**src/cache_pkg.sv**
```systemverilog
package cache_pkg;

	// ----------------------------------------------------------------------
	// cache geometry
	// ----------------------------------------------------------------------
	localparam int ADDR_W       = 16;  // word address
	localparam int WORD_W       = 32;  // data word
	localparam int BLOCK_W      = 2;   // word offset, 4 words per block
	localparam int SET_W        = 3;   // 8 sets
	localparam int WAYS         = 2;
	localparam int WAY_W        = 1;
	localparam int TAG_W        = ADDR_W - SET_W - BLOCK_W;  // 11
	localparam int LINE_W       = SET_W + WAY_W;             // line = {way, set}
	localparam int BLOCK_ADDR_W = ADDR_W - BLOCK_W;          // 14

	// ----------------------------------------------------------------------
	// word address, decoded two ways
	// ----------------------------------------------------------------------
	typedef union packed {
		struct packed {
			logic [TAG_W-1:0]   tag;
			logic [SET_W-1:0]   set;
			logic [BLOCK_W-1:0] off;
		} tsw;  // lookup view for the tag and data stores
		struct packed {
			logic [BLOCK_ADDR_W-1:0] blk;
			logic [BLOCK_W-1:0]      off;
		} bw;   // block view for the memory side
	} cache_addr_u;

	// ----------------------------------------------------------------------
	// controller states
	// ----------------------------------------------------------------------
	typedef enum logic [2:0] {
		IDLE,      // waiting for a core request
		LOOKUP,    // tag compare on the registered address
		WB_REQ,    // block write command to memory
		WB_READ,   // data store read of one victim word
		WB_SEND,   // victim word offered to memory
		FILL_REQ,  // block read command to memory
		FILL,      // fill words written into the victim line
		RESPOND    // answer held for the core
	} cache_state_e;

endpackage

```
**src/word_counter.sv**
```systemverilog
module word_counter (
	input  logic                          clock_i,
	input  logic                          resetn_i,
	input  logic                          clear_i,  // hold at offset 0
	input  logic                          step_i,   // one accepted word
	output logic [cache_pkg::BLOCK_W-1:0] word_off_o,
	output logic                          last_o
);

	import cache_pkg::*;

	logic [BLOCK_W-1:0] cnt_q;

	always_ff @(posedge clock_i) begin
		if (!resetn_i) begin
			cnt_q <= '0;
		end else if (clear_i) begin
			cnt_q <= '0;
		end else if (step_i) begin
			cnt_q <= cnt_q + 1'b1;  // wraps to 0 after the last word
		end
	end

	assign word_off_o = cnt_q;
	assign last_o     = (cnt_q == {BLOCK_W{1'b1}});  // offset 3

endmodule

```
**src/fifo_victim.sv**
```systemverilog
module fifo_victim (
	input  logic                        clock_i,
	input  logic                        resetn_i,
	input  logic [cache_pkg::SET_W-1:0] set_i,
	input  logic                        advance_i,  // pulse after a tag install
	output logic [cache_pkg::WAY_W-1:0] victim_way_o
);

	import cache_pkg::*;

	// one round-robin pointer per set
	logic [WAY_W-1:0] ptr_q [2**SET_W];

	always_ff @(posedge clock_i) begin
		if (!resetn_i) begin
			for (int s = 0; s < 2**SET_W; s++) begin
				ptr_q[s] <= '0;  // all sets start at way 0
			end
		end else if (advance_i) begin
			// two ways, so the next way is just the other one
			ptr_q[set_i] <= ptr_q[set_i] + 1'b1;
		end
	end

	assign victim_way_o = ptr_q[set_i];  // oldest fill in this set

endmodule

```
**src/tag_store.sv**
```systemverilog
module tag_store (
	input  logic                        clock_i,
	input  logic                        resetn_i,
	input  cache_pkg::cache_addr_u      addr_i,        // registered request address
	input  logic [cache_pkg::WAY_W-1:0] victim_way_i,
	input  logic                        install_i,     // write tag into victim way
	input  logic                        set_dirty_i,   // store hit
	input  logic [cache_pkg::WAY_W-1:0] hit_i,         // way to mark dirty
	output logic                        hit_o,
	output logic [cache_pkg::WAY_W-1:0] hit_way_o,
	output logic                        victim_dirty_o,
	output logic [cache_pkg::TAG_W-1:0] victim_tag_o
);

	import cache_pkg::*;

	logic [TAG_W-1:0]     tag_q [2**LINE_W];  // indexed by {way, set}
	logic [2**LINE_W-1:0] valid_q;
	logic [2**LINE_W-1:0] dirty_q;
	logic [WAYS-1:0]      match;
	logic [LINE_W-1:0]    victim_line;
	logic [LINE_W-1:0]    dirty_line;

	assign victim_line = {victim_way_i, addr_i.tsw.set};
	assign dirty_line  = {hit_i, addr_i.tsw.set};

	// ----------------------------------------------------------------------
	// two-way compare
	// ----------------------------------------------------------------------
	always_comb begin
		hit_way_o = '0;
		for (int w = 0; w < WAYS; w++) begin
			match[w] = valid_q[{WAY_W'(w), addr_i.tsw.set}] &&
				(tag_q[{WAY_W'(w), addr_i.tsw.set}] == addr_i.tsw.tag);
			if (match[w]) begin
				hit_way_o = WAY_W'(w);
			end
		end
	end

	assign hit_o = |match;

	assign victim_dirty_o = dirty_q[victim_line];
	assign victim_tag_o   = tag_q[victim_line];  // writeback address source

	// ----------------------------------------------------------------------
	// line state
	// ----------------------------------------------------------------------
	always_ff @(posedge clock_i) begin
		if (!resetn_i) begin
			valid_q <= '0;
			dirty_q <= '0;
		end else begin
			if (install_i) begin
				valid_q[victim_line] <= 1'b1;
				dirty_q[victim_line] <= 1'b0;  // fresh block is clean
			end
			if (set_dirty_i) begin
				dirty_q[dirty_line] <= 1'b1;
			end
		end
	end

	// tag words, meaningful only where valid
	always_ff @(posedge clock_i) begin
		if (install_i) begin
			tag_q[victim_line] <= addr_i.tsw.tag;
		end
	end

endmodule

```
**src/data_store.sv**
```systemverilog
module data_store (
	input  logic                                          clock_i,
	input  logic [cache_pkg::LINE_W+cache_pkg::BLOCK_W-1:0] addr_i,  // {way, set, offset}
	input  logic                                          we_i,
	input  logic [cache_pkg::WORD_W-1:0]                  wdata_i,
	output logic [cache_pkg::WORD_W-1:0]                  rdata_o
);

	import cache_pkg::*;

	// 16 lines of 4 words
	logic [WORD_W-1:0] mem_q [2**(LINE_W+BLOCK_W)];

	always_ff @(posedge clock_i) begin
		if (we_i) begin
			mem_q[addr_i] <= wdata_i;
		end
		rdata_o <= mem_q[addr_i];  // old word on a same-cycle write
	end

endmodule

```
**src/cache_fsm.sv**
```systemverilog
module cache_fsm (
	input  logic                               clock_i,
	input  logic                               resetn_i,
	// core side
	input  logic                               core_req_valid_i,
	input  logic                               core_req_write_i,
	input  logic [cache_pkg::ADDR_W-1:0]       core_req_addr_i,
	input  logic [cache_pkg::WORD_W-1:0]       core_req_wdata_i,
	output logic                               core_req_ready_o,
	output logic                               core_resp_valid_o,
	output logic [cache_pkg::WORD_W-1:0]       core_resp_rdata_o,
	input  logic                               core_resp_ready_i,
	// memory side
	output logic                               mem_req_valid_o,
	output logic                               mem_req_write_o,
	output logic [cache_pkg::BLOCK_ADDR_W-1:0] mem_req_addr_o,
	input  logic                               mem_req_ready_i,
	output logic                               mem_wdata_valid_o,
	output logic [cache_pkg::WORD_W-1:0]       mem_wdata_o,
	input  logic                               mem_wdata_ready_i,
	input  logic                               mem_rdata_valid_i,
	input  logic [cache_pkg::WORD_W-1:0]       mem_rdata_i,
	output logic                               mem_rdata_ready_o,
	// tag store and victim pointer
	input  logic                               hit_i,
	input  logic [cache_pkg::WAY_W-1:0]        hit_way_i,
	input  logic [cache_pkg::WAY_W-1:0]        victim_way_i,
	input  logic                               victim_dirty_i,
	input  logic [cache_pkg::TAG_W-1:0]        victim_tag_i,
	output cache_pkg::cache_addr_u             lookup_addr_o,
	output logic                               install_o,
	output logic                               set_dirty_o,
	output logic                               victim_advance_o,
	// data store
	input  logic [cache_pkg::WORD_W-1:0]       rd_data_i,
	output logic [cache_pkg::LINE_W-1:0]       line_o,
	output logic                               mem_we_o,
	output logic [cache_pkg::BLOCK_W-1:0]      mem_addr_line_o,   // word within the line
	output logic [cache_pkg::WORD_W-1:0]       mem_wdata_line_o,
	// word counter
	input  logic [cache_pkg::BLOCK_W-1:0]      word_off_i,
	input  logic                               word_last_i,
	output logic                               cnt_clear_o,
	output logic                               cnt_step_o,
	// events
	output logic                               flag_hit_o,
	output logic                               flag_miss_o,
	output logic                               flag_writeback_o
);

	import cache_pkg::*;

	cache_state_e state_q, state_d;
	logic         replay_q;  // replayed lookup raises no hit event
	cache_addr_u  req_addr_q;
	logic         req_write_q;
	logic [WORD_W-1:0] req_wdata_q;
	cache_addr_u  wb_addr;
	logic         in_block;   // victim line is being moved
	logic         fill_word;
	logic         wb_word;

	// ----------------------------------------------------------------------
	// state and request registers
	// ----------------------------------------------------------------------
	always_ff @(posedge clock_i) begin
		if (!resetn_i) begin
			state_q  <= IDLE;
			replay_q <= 1'b0;
		end else begin
			state_q <= state_d;
			if (state_q == FILL && state_d == LOOKUP) replay_q <= 1'b1;
			else if (state_q == RESPOND && core_resp_ready_i) replay_q <= 1'b0;
		end
	end

	always_ff @(posedge clock_i) begin
		if (state_q == IDLE && core_req_valid_i) begin  // accept edge
			req_addr_q  <= core_req_addr_i;
			req_write_q <= core_req_write_i;
			req_wdata_q <= core_req_wdata_i;
		end
	end

	always_comb begin
		state_d = state_q;
		case (state_q)
			IDLE:     if (core_req_valid_i) state_d = LOOKUP;
			LOOKUP: begin
				if (hit_i) state_d = RESPOND;
				else if (victim_dirty_i) state_d = WB_REQ;  // writeback before fill
				else state_d = FILL_REQ;
			end
			WB_REQ:   if (mem_req_ready_i) state_d = WB_READ;
			WB_READ:  state_d = WB_SEND;  // data store read latency
			WB_SEND: begin
				if (mem_wdata_ready_i) state_d = word_last_i ? FILL_REQ : WB_READ;
			end
			FILL_REQ: if (mem_req_ready_i) state_d = FILL;
			FILL:     if (mem_rdata_valid_i && word_last_i) state_d = LOOKUP;  // replay
			RESPOND:  if (core_resp_ready_i) state_d = IDLE;
			default:  state_d = IDLE;
		endcase
	end

	// ----------------------------------------------------------------------
	// datapath control
	// ----------------------------------------------------------------------
	always_comb begin
		wb_addr         = req_addr_q;
		wb_addr.tsw.tag = victim_tag_i;  // victim block lives under its own tag
	end

	assign in_block  = (state_q == WB_READ) || (state_q == WB_SEND) || (state_q == FILL);
	assign fill_word = (state_q == FILL) && mem_rdata_valid_i;
	assign wb_word   = (state_q == WB_SEND) && mem_wdata_ready_i;

	assign core_req_ready_o  = (state_q == IDLE);
	assign core_resp_valid_o = (state_q == RESPOND);
	assign core_resp_rdata_o = rd_data_i;  // address held through RESPOND

	assign mem_req_valid_o   = (state_q == WB_REQ) || (state_q == FILL_REQ);
	assign mem_req_write_o   = (state_q == WB_REQ);
	assign mem_req_addr_o    = mem_req_write_o ? wb_addr.bw.blk : req_addr_q.bw.blk;
	assign mem_wdata_valid_o = (state_q == WB_SEND);
	assign mem_wdata_o       = rd_data_i;
	assign mem_rdata_ready_o = (state_q == FILL);

	assign lookup_addr_o    = req_addr_q;
	assign install_o        = fill_word && word_last_i;  // last fill word installs the tag
	assign victim_advance_o = install_o;
	assign set_dirty_o      = (state_q == LOOKUP) && hit_i && req_write_q;

	assign line_o           = in_block ? {victim_way_i, req_addr_q.tsw.set}
		: {hit_way_i, req_addr_q.tsw.set};
	assign mem_addr_line_o  = in_block ? word_off_i : req_addr_q.tsw.off;
	assign mem_we_o         = set_dirty_o || fill_word;  // store hit or fill word
	assign mem_wdata_line_o = (state_q == FILL) ? mem_rdata_i : req_wdata_q;

	assign cnt_clear_o = (state_q == IDLE);
	assign cnt_step_o  = wb_word || fill_word;

	// event pulses
	assign flag_hit_o       = (state_q == LOOKUP) && hit_i && !replay_q;
	assign flag_miss_o      = (state_q == LOOKUP) && !hit_i;
	assign flag_writeback_o = (state_q == WB_REQ) && mem_req_ready_i;

endmodule

```
**src/cache_top.sv**
```systemverilog
module cache_top (
	input  logic                               clock_i,
	input  logic                               resetn_i,
	// core side
	input  logic                               core_req_valid_i,
	input  logic                               core_req_write_i,
	input  logic [cache_pkg::ADDR_W-1:0]       core_req_addr_i,
	input  logic [cache_pkg::WORD_W-1:0]       core_req_wdata_i,
	output logic                               core_req_ready_o,
	output logic                               core_resp_valid_o,
	output logic [cache_pkg::WORD_W-1:0]       core_resp_rdata_o,
	input  logic                               core_resp_ready_i,
	// memory side
	output logic                               mem_req_valid_o,
	output logic                               mem_req_write_o,
	output logic [cache_pkg::BLOCK_ADDR_W-1:0] mem_req_addr_o,
	input  logic                               mem_req_ready_i,
	output logic                               mem_wdata_valid_o,
	output logic [cache_pkg::WORD_W-1:0]       mem_wdata_o,
	input  logic                               mem_wdata_ready_i,
	input  logic                               mem_rdata_valid_i,
	input  logic [cache_pkg::WORD_W-1:0]       mem_rdata_i,
	output logic                               mem_rdata_ready_o,
	// events
	output logic                               flag_hit_o,
	output logic                               flag_miss_o,
	output logic                               flag_writeback_o
);

	import cache_pkg::*;

	// ----------------------------------------------------------------------
	// internal nets
	// ----------------------------------------------------------------------
	cache_addr_u        lookup_addr;
	logic               hit;
	logic [WAY_W-1:0]   hit_way;
	logic [WAY_W-1:0]   victim_way;
	logic               victim_dirty;
	logic [TAG_W-1:0]   victim_tag;
	logic               install;
	logic               set_dirty;
	logic               victim_advance;
	logic [LINE_W-1:0]  line;
	logic               data_we;
	logic [BLOCK_W-1:0] data_off;
	logic [WORD_W-1:0]  data_wdata;
	logic [WORD_W-1:0]  data_rdata;
	logic [BLOCK_W-1:0] word_off;
	logic               word_last;
	logic               cnt_clear;
	logic               cnt_step;

	cache_fsm u_fsm (
		.clock_i           (clock_i),
		.resetn_i          (resetn_i),
		.core_req_valid_i  (core_req_valid_i),
		.core_req_write_i  (core_req_write_i),
		.core_req_addr_i   (core_req_addr_i),
		.core_req_wdata_i  (core_req_wdata_i),
		.core_req_ready_o  (core_req_ready_o),
		.core_resp_valid_o (core_resp_valid_o),
		.core_resp_rdata_o (core_resp_rdata_o),
		.core_resp_ready_i (core_resp_ready_i),
		.mem_req_valid_o   (mem_req_valid_o),
		.mem_req_write_o   (mem_req_write_o),
		.mem_req_addr_o    (mem_req_addr_o),
		.mem_req_ready_i   (mem_req_ready_i),
		.mem_wdata_valid_o (mem_wdata_valid_o),
		.mem_wdata_o       (mem_wdata_o),
		.mem_wdata_ready_i (mem_wdata_ready_i),
		.mem_rdata_valid_i (mem_rdata_valid_i),
		.mem_rdata_i       (mem_rdata_i),
		.mem_rdata_ready_o (mem_rdata_ready_o),
		.hit_i             (hit),
		.hit_way_i         (hit_way),
		.victim_way_i      (victim_way),
		.victim_dirty_i    (victim_dirty),
		.victim_tag_i      (victim_tag),
		.lookup_addr_o     (lookup_addr),
		.install_o         (install),
		.set_dirty_o       (set_dirty),
		.victim_advance_o  (victim_advance),
		.rd_data_i         (data_rdata),
		.line_o            (line),
		.mem_we_o          (data_we),
		.mem_addr_line_o   (data_off),
		.mem_wdata_line_o  (data_wdata),
		.word_off_i        (word_off),
		.word_last_i       (word_last),
		.cnt_clear_o       (cnt_clear),
		.cnt_step_o        (cnt_step),
		.flag_hit_o        (flag_hit_o),
		.flag_miss_o       (flag_miss_o),
		.flag_writeback_o  (flag_writeback_o)
	);

	word_counter u_counter (
		.clock_i    (clock_i),
		.resetn_i   (resetn_i),
		.clear_i    (cnt_clear),
		.step_i     (cnt_step),
		.word_off_o (word_off),
		.last_o     (word_last)
	);

	fifo_victim u_victim (
		.clock_i      (clock_i),
		.resetn_i     (resetn_i),
		.set_i        (lookup_addr.tsw.set),
		.advance_i    (victim_advance),
		.victim_way_o (victim_way)
	);

	tag_store u_tags (
		.clock_i        (clock_i),
		.resetn_i       (resetn_i),
		.addr_i         (lookup_addr),
		.victim_way_i   (victim_way),
		.install_i      (install),
		.set_dirty_i    (set_dirty),
		.hit_i          (hit_way),  // dirty the way that matched
		.hit_o          (hit),
		.hit_way_o      (hit_way),
		.victim_dirty_o (victim_dirty),
		.victim_tag_o   (victim_tag)
	);

	data_store u_data (
		.clock_i (clock_i),
		.addr_i  ({line, data_off}),
		.we_i    (data_we),
		.wdata_i (data_wdata),
		.rdata_o (data_rdata)
	);

endmodule

```
**config.mk**
```make
export PLATFORM = sky130hd
export DESIGN_NAME = cache_top
export DESIGN_NICKNAME = d
export VERILOG_FILES = /design/src/cache_pkg.sv /design/src/word_counter.sv /design/src/fifo_victim.sv /design/src/tag_store.sv /design/src/data_store.sv /design/src/cache_fsm.sv /design/src/cache_top.sv
export SDC_FILE = /design/constraint.sdc
export NUM_CORES = 2
export LEC_CHECK = 0
export ABC_AREA = 1
export BUFFER_PORTS_ARGS = -buffer_cell sky130_fd_sc_hd__buf_4
export CAP_MARGIN = 10
export CELL_PAD_IN_SITES_DETAIL_PLACEMENT = 0
export CELL_PAD_IN_SITES_GLOBAL_PLACEMENT = 1
export CORE_ASPECT_RATIO = 0.75
export CORE_MARGIN = 3
export CORE_UTILIZATION = 44
export CTS_BUF_LIST = sky130_fd_sc_hd__clkbuf_16
export CTS_CLUSTER_SIZE = 24
export DETAILED_ROUTE_END_ITERATION = 8
export GPL_ROUTABILITY_DRIVEN = 0
export GPL_TIMING_DRIVEN = 0
export PLACE_DENSITY = 0.77
export SYNTH_ARGS = -nofsm -noshare
export SYNTH_HDL_FRONTEND = slang
export SYNTH_SLANG_ARGS = --single-unit
```
**constraint.sdc**
```tcl
create_clock -name clock_i -period 11.3 [get_ports clock_i]
set_input_delay 0.565 -clock clock_i [delete_from_list [all_inputs] [get_ports clock_i]]
set_output_delay 0.565 -clock clock_i [all_outputs]
set_load 0.03 [all_outputs]
```
==> impl_metrics.env <==
export IMPL_status="finished, final reports clean"
export IMPL_grt_pass1_wl_um=505000
export IMPL_switching_power_mw=7.29
export IMPL_crit_top_cell="clkbuf_1"
export IMPL_required_ns=10.74
export IMPL_muxShareOfSynthArea_pct=0
export IMPL_p_per_area_mw_per_mm2=194
export IMPL_finalCritPeriodShare_pct=56.9
export IMPL_syn_nets=9815
export IMPL_synth_simple_area_share_pct=23.3
export IMPL_synth_top_family_by_area="simple AND/OR/NAND/NOR gates"
export IMPL_clock_root_buffer="clkbuf_16"
export IMPL_die_y_um=418
export IMPL_die_area_mm2=0.232
export IMPL_finClkSkew_ns=0.0568
export IMPL_tightest_slew_ns=1.35
export IMPL_synthCells=9726
export IMPL_drv_cap=0
export IMPL_syn_area_mm2=0.0995
export IMPL_seqPwrFrac_pct=44.0
export IMPL_die_width_um=555
export IMPL_period_needed_ns=6.43
export IMPL_p_total_mw=22.3
export IMPL_clock_latency_ns=0.93
export IMPL_synthXorXnorAreaFrac_pct=0
export IMPL_clk_pin_slew_ns=0.07
export IMPL_nets=10400
export IMPL_grt_max_degree=65
export IMPL_final_antenna_net_count=0
export IMPL_worstPathCellList="buf_2, inv_2, nand2_1, clkbuf_1, clkbuf_1, o22ai_1, o21ai_0, nand3_1, nor2_1, a21oi_1, buf_4"
export IMPL_grt_busiest_layer="met1"
export IMPL_critPathMaxFanout=10
export IMPL_setup_tns_final_ns=0
export IMPL_p_leak_nw=46.6
export IMPL_floorplan_initialDensity_pct=44.5
export IMPL_worst_setup_path_start_kind="flop"
export IMPL_worst_setup_path_type="reg2out"
export IMPL_drive_gt1_share_pct=9.78
export IMPL_first_global_vias=67700
export IMPL_fillers=19600
export IMPL_vias=75400
export IMPL_layout_common_cells="5,540 x nand2_1, 2,273 x edfxtp_1, 283 x inv_1, 243 x a21oi_1, 238 x buf_2"
export IMPL_cts_resized=0
export IMPL_synthArstFlopShare_pct=0
export IMPL_firstDrtPassIters=7
export IMPL_intPower_mw=15.1
export IMPL_wl_per_cell_um=27.3
export IMPL_fin_area_mm2=0.115
export IMPL_coreArea_mm2=0.224
export IMPL_io_buffer_count=174
export IMPL_synth_ff_latch_count=2354
export IMPL_swShare_pct=32.6
export IMPL_synth_edf_count=2273
export IMPL_gr_usage_all_layers_pct=30.9
export IMPL_max_slew_margin_pct=9.03
export IMPL_gr_total_overflow=0
export IMPL_clockBufferDepth=4
export IMPL_holdCritPathClass="in2reg"
export IMPL_cts_buffers=229
export IMPL_ff2ff_setup_slack_ns=5.35
export IMPL_rsz0062_at_grt="false"
export IMPL_wl_um=367000
export IMPL_layout_commonest_cell="nand2_1"
export IMPL_drtIter0Drc=13100
export IMPL_dp_hpwl_um=254000
export IMPL_ys_flop_type="edfxtp_1"
export IMPL_clock_sinks=2354
export IMPL_clock_fmax_mhz=155
export IMPL_vdd_drop_max_uv=135
export IMPL_grt_use_met3_pct=13.9
export IMPL_yosysWarnings=0
export IMPL_comb_power_share_pct=22.6
export IMPL_power_share_clock_pct=33.4
export IMPL_area_delta_synth_final_pct=16.0
export IMPL_cp_end_kind="output pin"
export IMPL_drv_slew=0
export IMPL_h_tree_depth=4
export IMPL_vias_per_cell=5.61
export IMPL_finalSetupViolCount=0
export IMPL_antenna_found_initial=26
export IMPL_cp_arrival_ns=5.87
export IMPL_synthAdderAreaFrac_pct=0.0126
export IMPL_met1_usage_pct=45.8
export IMPL_hold_viol_final=0
export IMPL_use_met2_pct=39.9
export IMPL_setup_ws_ns=4.87
export IMPL_cts_tree="built"
export IMPL_row_count=150
export IMPL_cpMaxStageDelayCell="o21ai_0"
export IMPL_post_dp_cell_area_mm2=0.108
export IMPL_route_detailed_drc=0
export IMPL_yosysUniqueCellTypes=37
export IMPL_max_stage_delay_ns=1.09
export IMPL_io_pins=175
export IMPL_pre_cts_ws_ns=5.69
export IMPL_syn_area_per_cell_um2=10.2
export IMPL_synth_compound_area_share_pct=2.93
export IMPL_ys_seq_area_share_pct=70.3
-- cell type report --
cell class / instances / area (um2) / area share [%]
multi-input cells: 6584 / 26800 / 23.3
plain buffers: 544 / 2560 / 2.22
repair buffers: 344 / 4320 / 3.74
flip-flops and latches: 2354 / 69900 / 60.6
clock buffers: 233 / 5830 / 5.06
clock inverters: 176 / 1250 / 1.09
diodes: 12 / 30.0 / 0.0260
well taps: 2964 / 3710 / 3.22
inverters: 244 / 916 / 0.794
-- final timing paths --
| kind | startpoint | endpoint | depth (start not counted) |
|---|---|---|---|
| worst max-delay path | u_fsm.lookup_addr_o[2]$_DFFE_PP_ | mem_req_addr_o[10] | 11 |
| worst min-delay path | mem_rdata_i[25] | u_data.mem_q[11][25]$_DFFE_PP_ | 3 |
| worst max register to register | u_fsm.lookup_addr_o[4]$_DFFE_PP_ | u_data.mem_q[53][23]$_DFFE_PP_ | 8 |
| worst min register to register | u_tags.valid_q[0]$_SDFFE_PN0P_ | u_tags.valid_q[0]$_SDFFE_PN0P_ | 2 |
-- routing by layer --
layer  vias to the layer above  wire, um
li1                      33200         -
met1                     36400    149000
met2                      5192    140000
met3                       636     65400
met4                        12     12300
met5                         -       291
-- flip-flops by register name, indices dropped and copies added, names as in the netlist, named ones only --
name,flops
u_data.mem_q,2048
u_data.rdata_o,32
u_fsm.replay_q,1
u_fsm.state_q,3
u_tags.valid_q,16
u_fsm.req_wdata_q,32
u_counter.word_off_o,2
u_fsm.req_write_q,1
u_tags.tag_q,176
u_fsm.lookup_addr_o,16
u_tags.dirty_q,16
u_victim.ptr_q,8
-- worst max-delay path, delay by kind of cell (launching register included) --
| kind | cells | cell delay (ns) |
|---|---|---|
| buf+inv | 5 | 2.27 |
| simple gates | 3 | 0.99 |
| flops | 1 | 0.34 |
| compound gates | 3 | 1.34 |
-- power groups by stage --
stage               Clock [mW]  Sequential [mW]  Combinational [mW]
global placement             0             10.1                4.67
detailed placement           0             10.0                4.80
global route              7.84             9.84                5.35
floorplan                    0             10.1                2.56
CTS                       7.49             9.84                4.84
finish                    7.46             9.84                5.05
-- timing repair --
action	4_1_cts	5_1_grt
hold buffers	51	0
endpoints found under the hold margin	56	0
buffers inserted	0	0
-- stage by stage --
| step | instances | hold slack [ns] | utilization, % |
|---|---|---|---|
| after floorplan | 9726 | 0.431 | - |
| after global placement | 12900 | 0.442 | 46.7 |
| after detailed placement | 13000 | 0.450 | 48.1 |
| after CTS | 13400 | 0.0297 | 51.5 |
| after global routing | 13400 | 0.0768 | 51.5 |
| final | 13500 | 0.0905 | 51.6 |
-- kinds of logic (layout without fill, tap and decap cells) --
group           count (synthesis)  in the layout
other cells                     0             12
simple gates                 6052           6052
compound gates                531            531
buf+inv                       788           1541
fa+ha+maj                       1              1
flops                        2354           2354
-- synthesized netlist by cell type, types with 6 or more instances --
master	instances	area share (%)
edfxtp_1	2273	69
nand2_2	11	0.069
o211ai_1	7	0.053
clkbuf_1	214	0.81
o221ai_1	11	0.097
a21oi_1	243	1.2
o22ai_1	67	0.42
o21ai_1	71	0.36
nand2_1	5572	21
nand4_1	68	0.43
buf_4	45	0.34
inv_1	235	0.89
inv_2	6	0.023
buf_1	41	0.15
nand3_1	159	0.80
nor3_1	13	0.065
nor2_1	220	0.83
o21ai_0	102	0.51
buf_2	237	1.2
a221oi_1	17	0.15
buf_6	6	0.068
dfxtp_1	81	1.6
(Power assumes the default switching activity.)
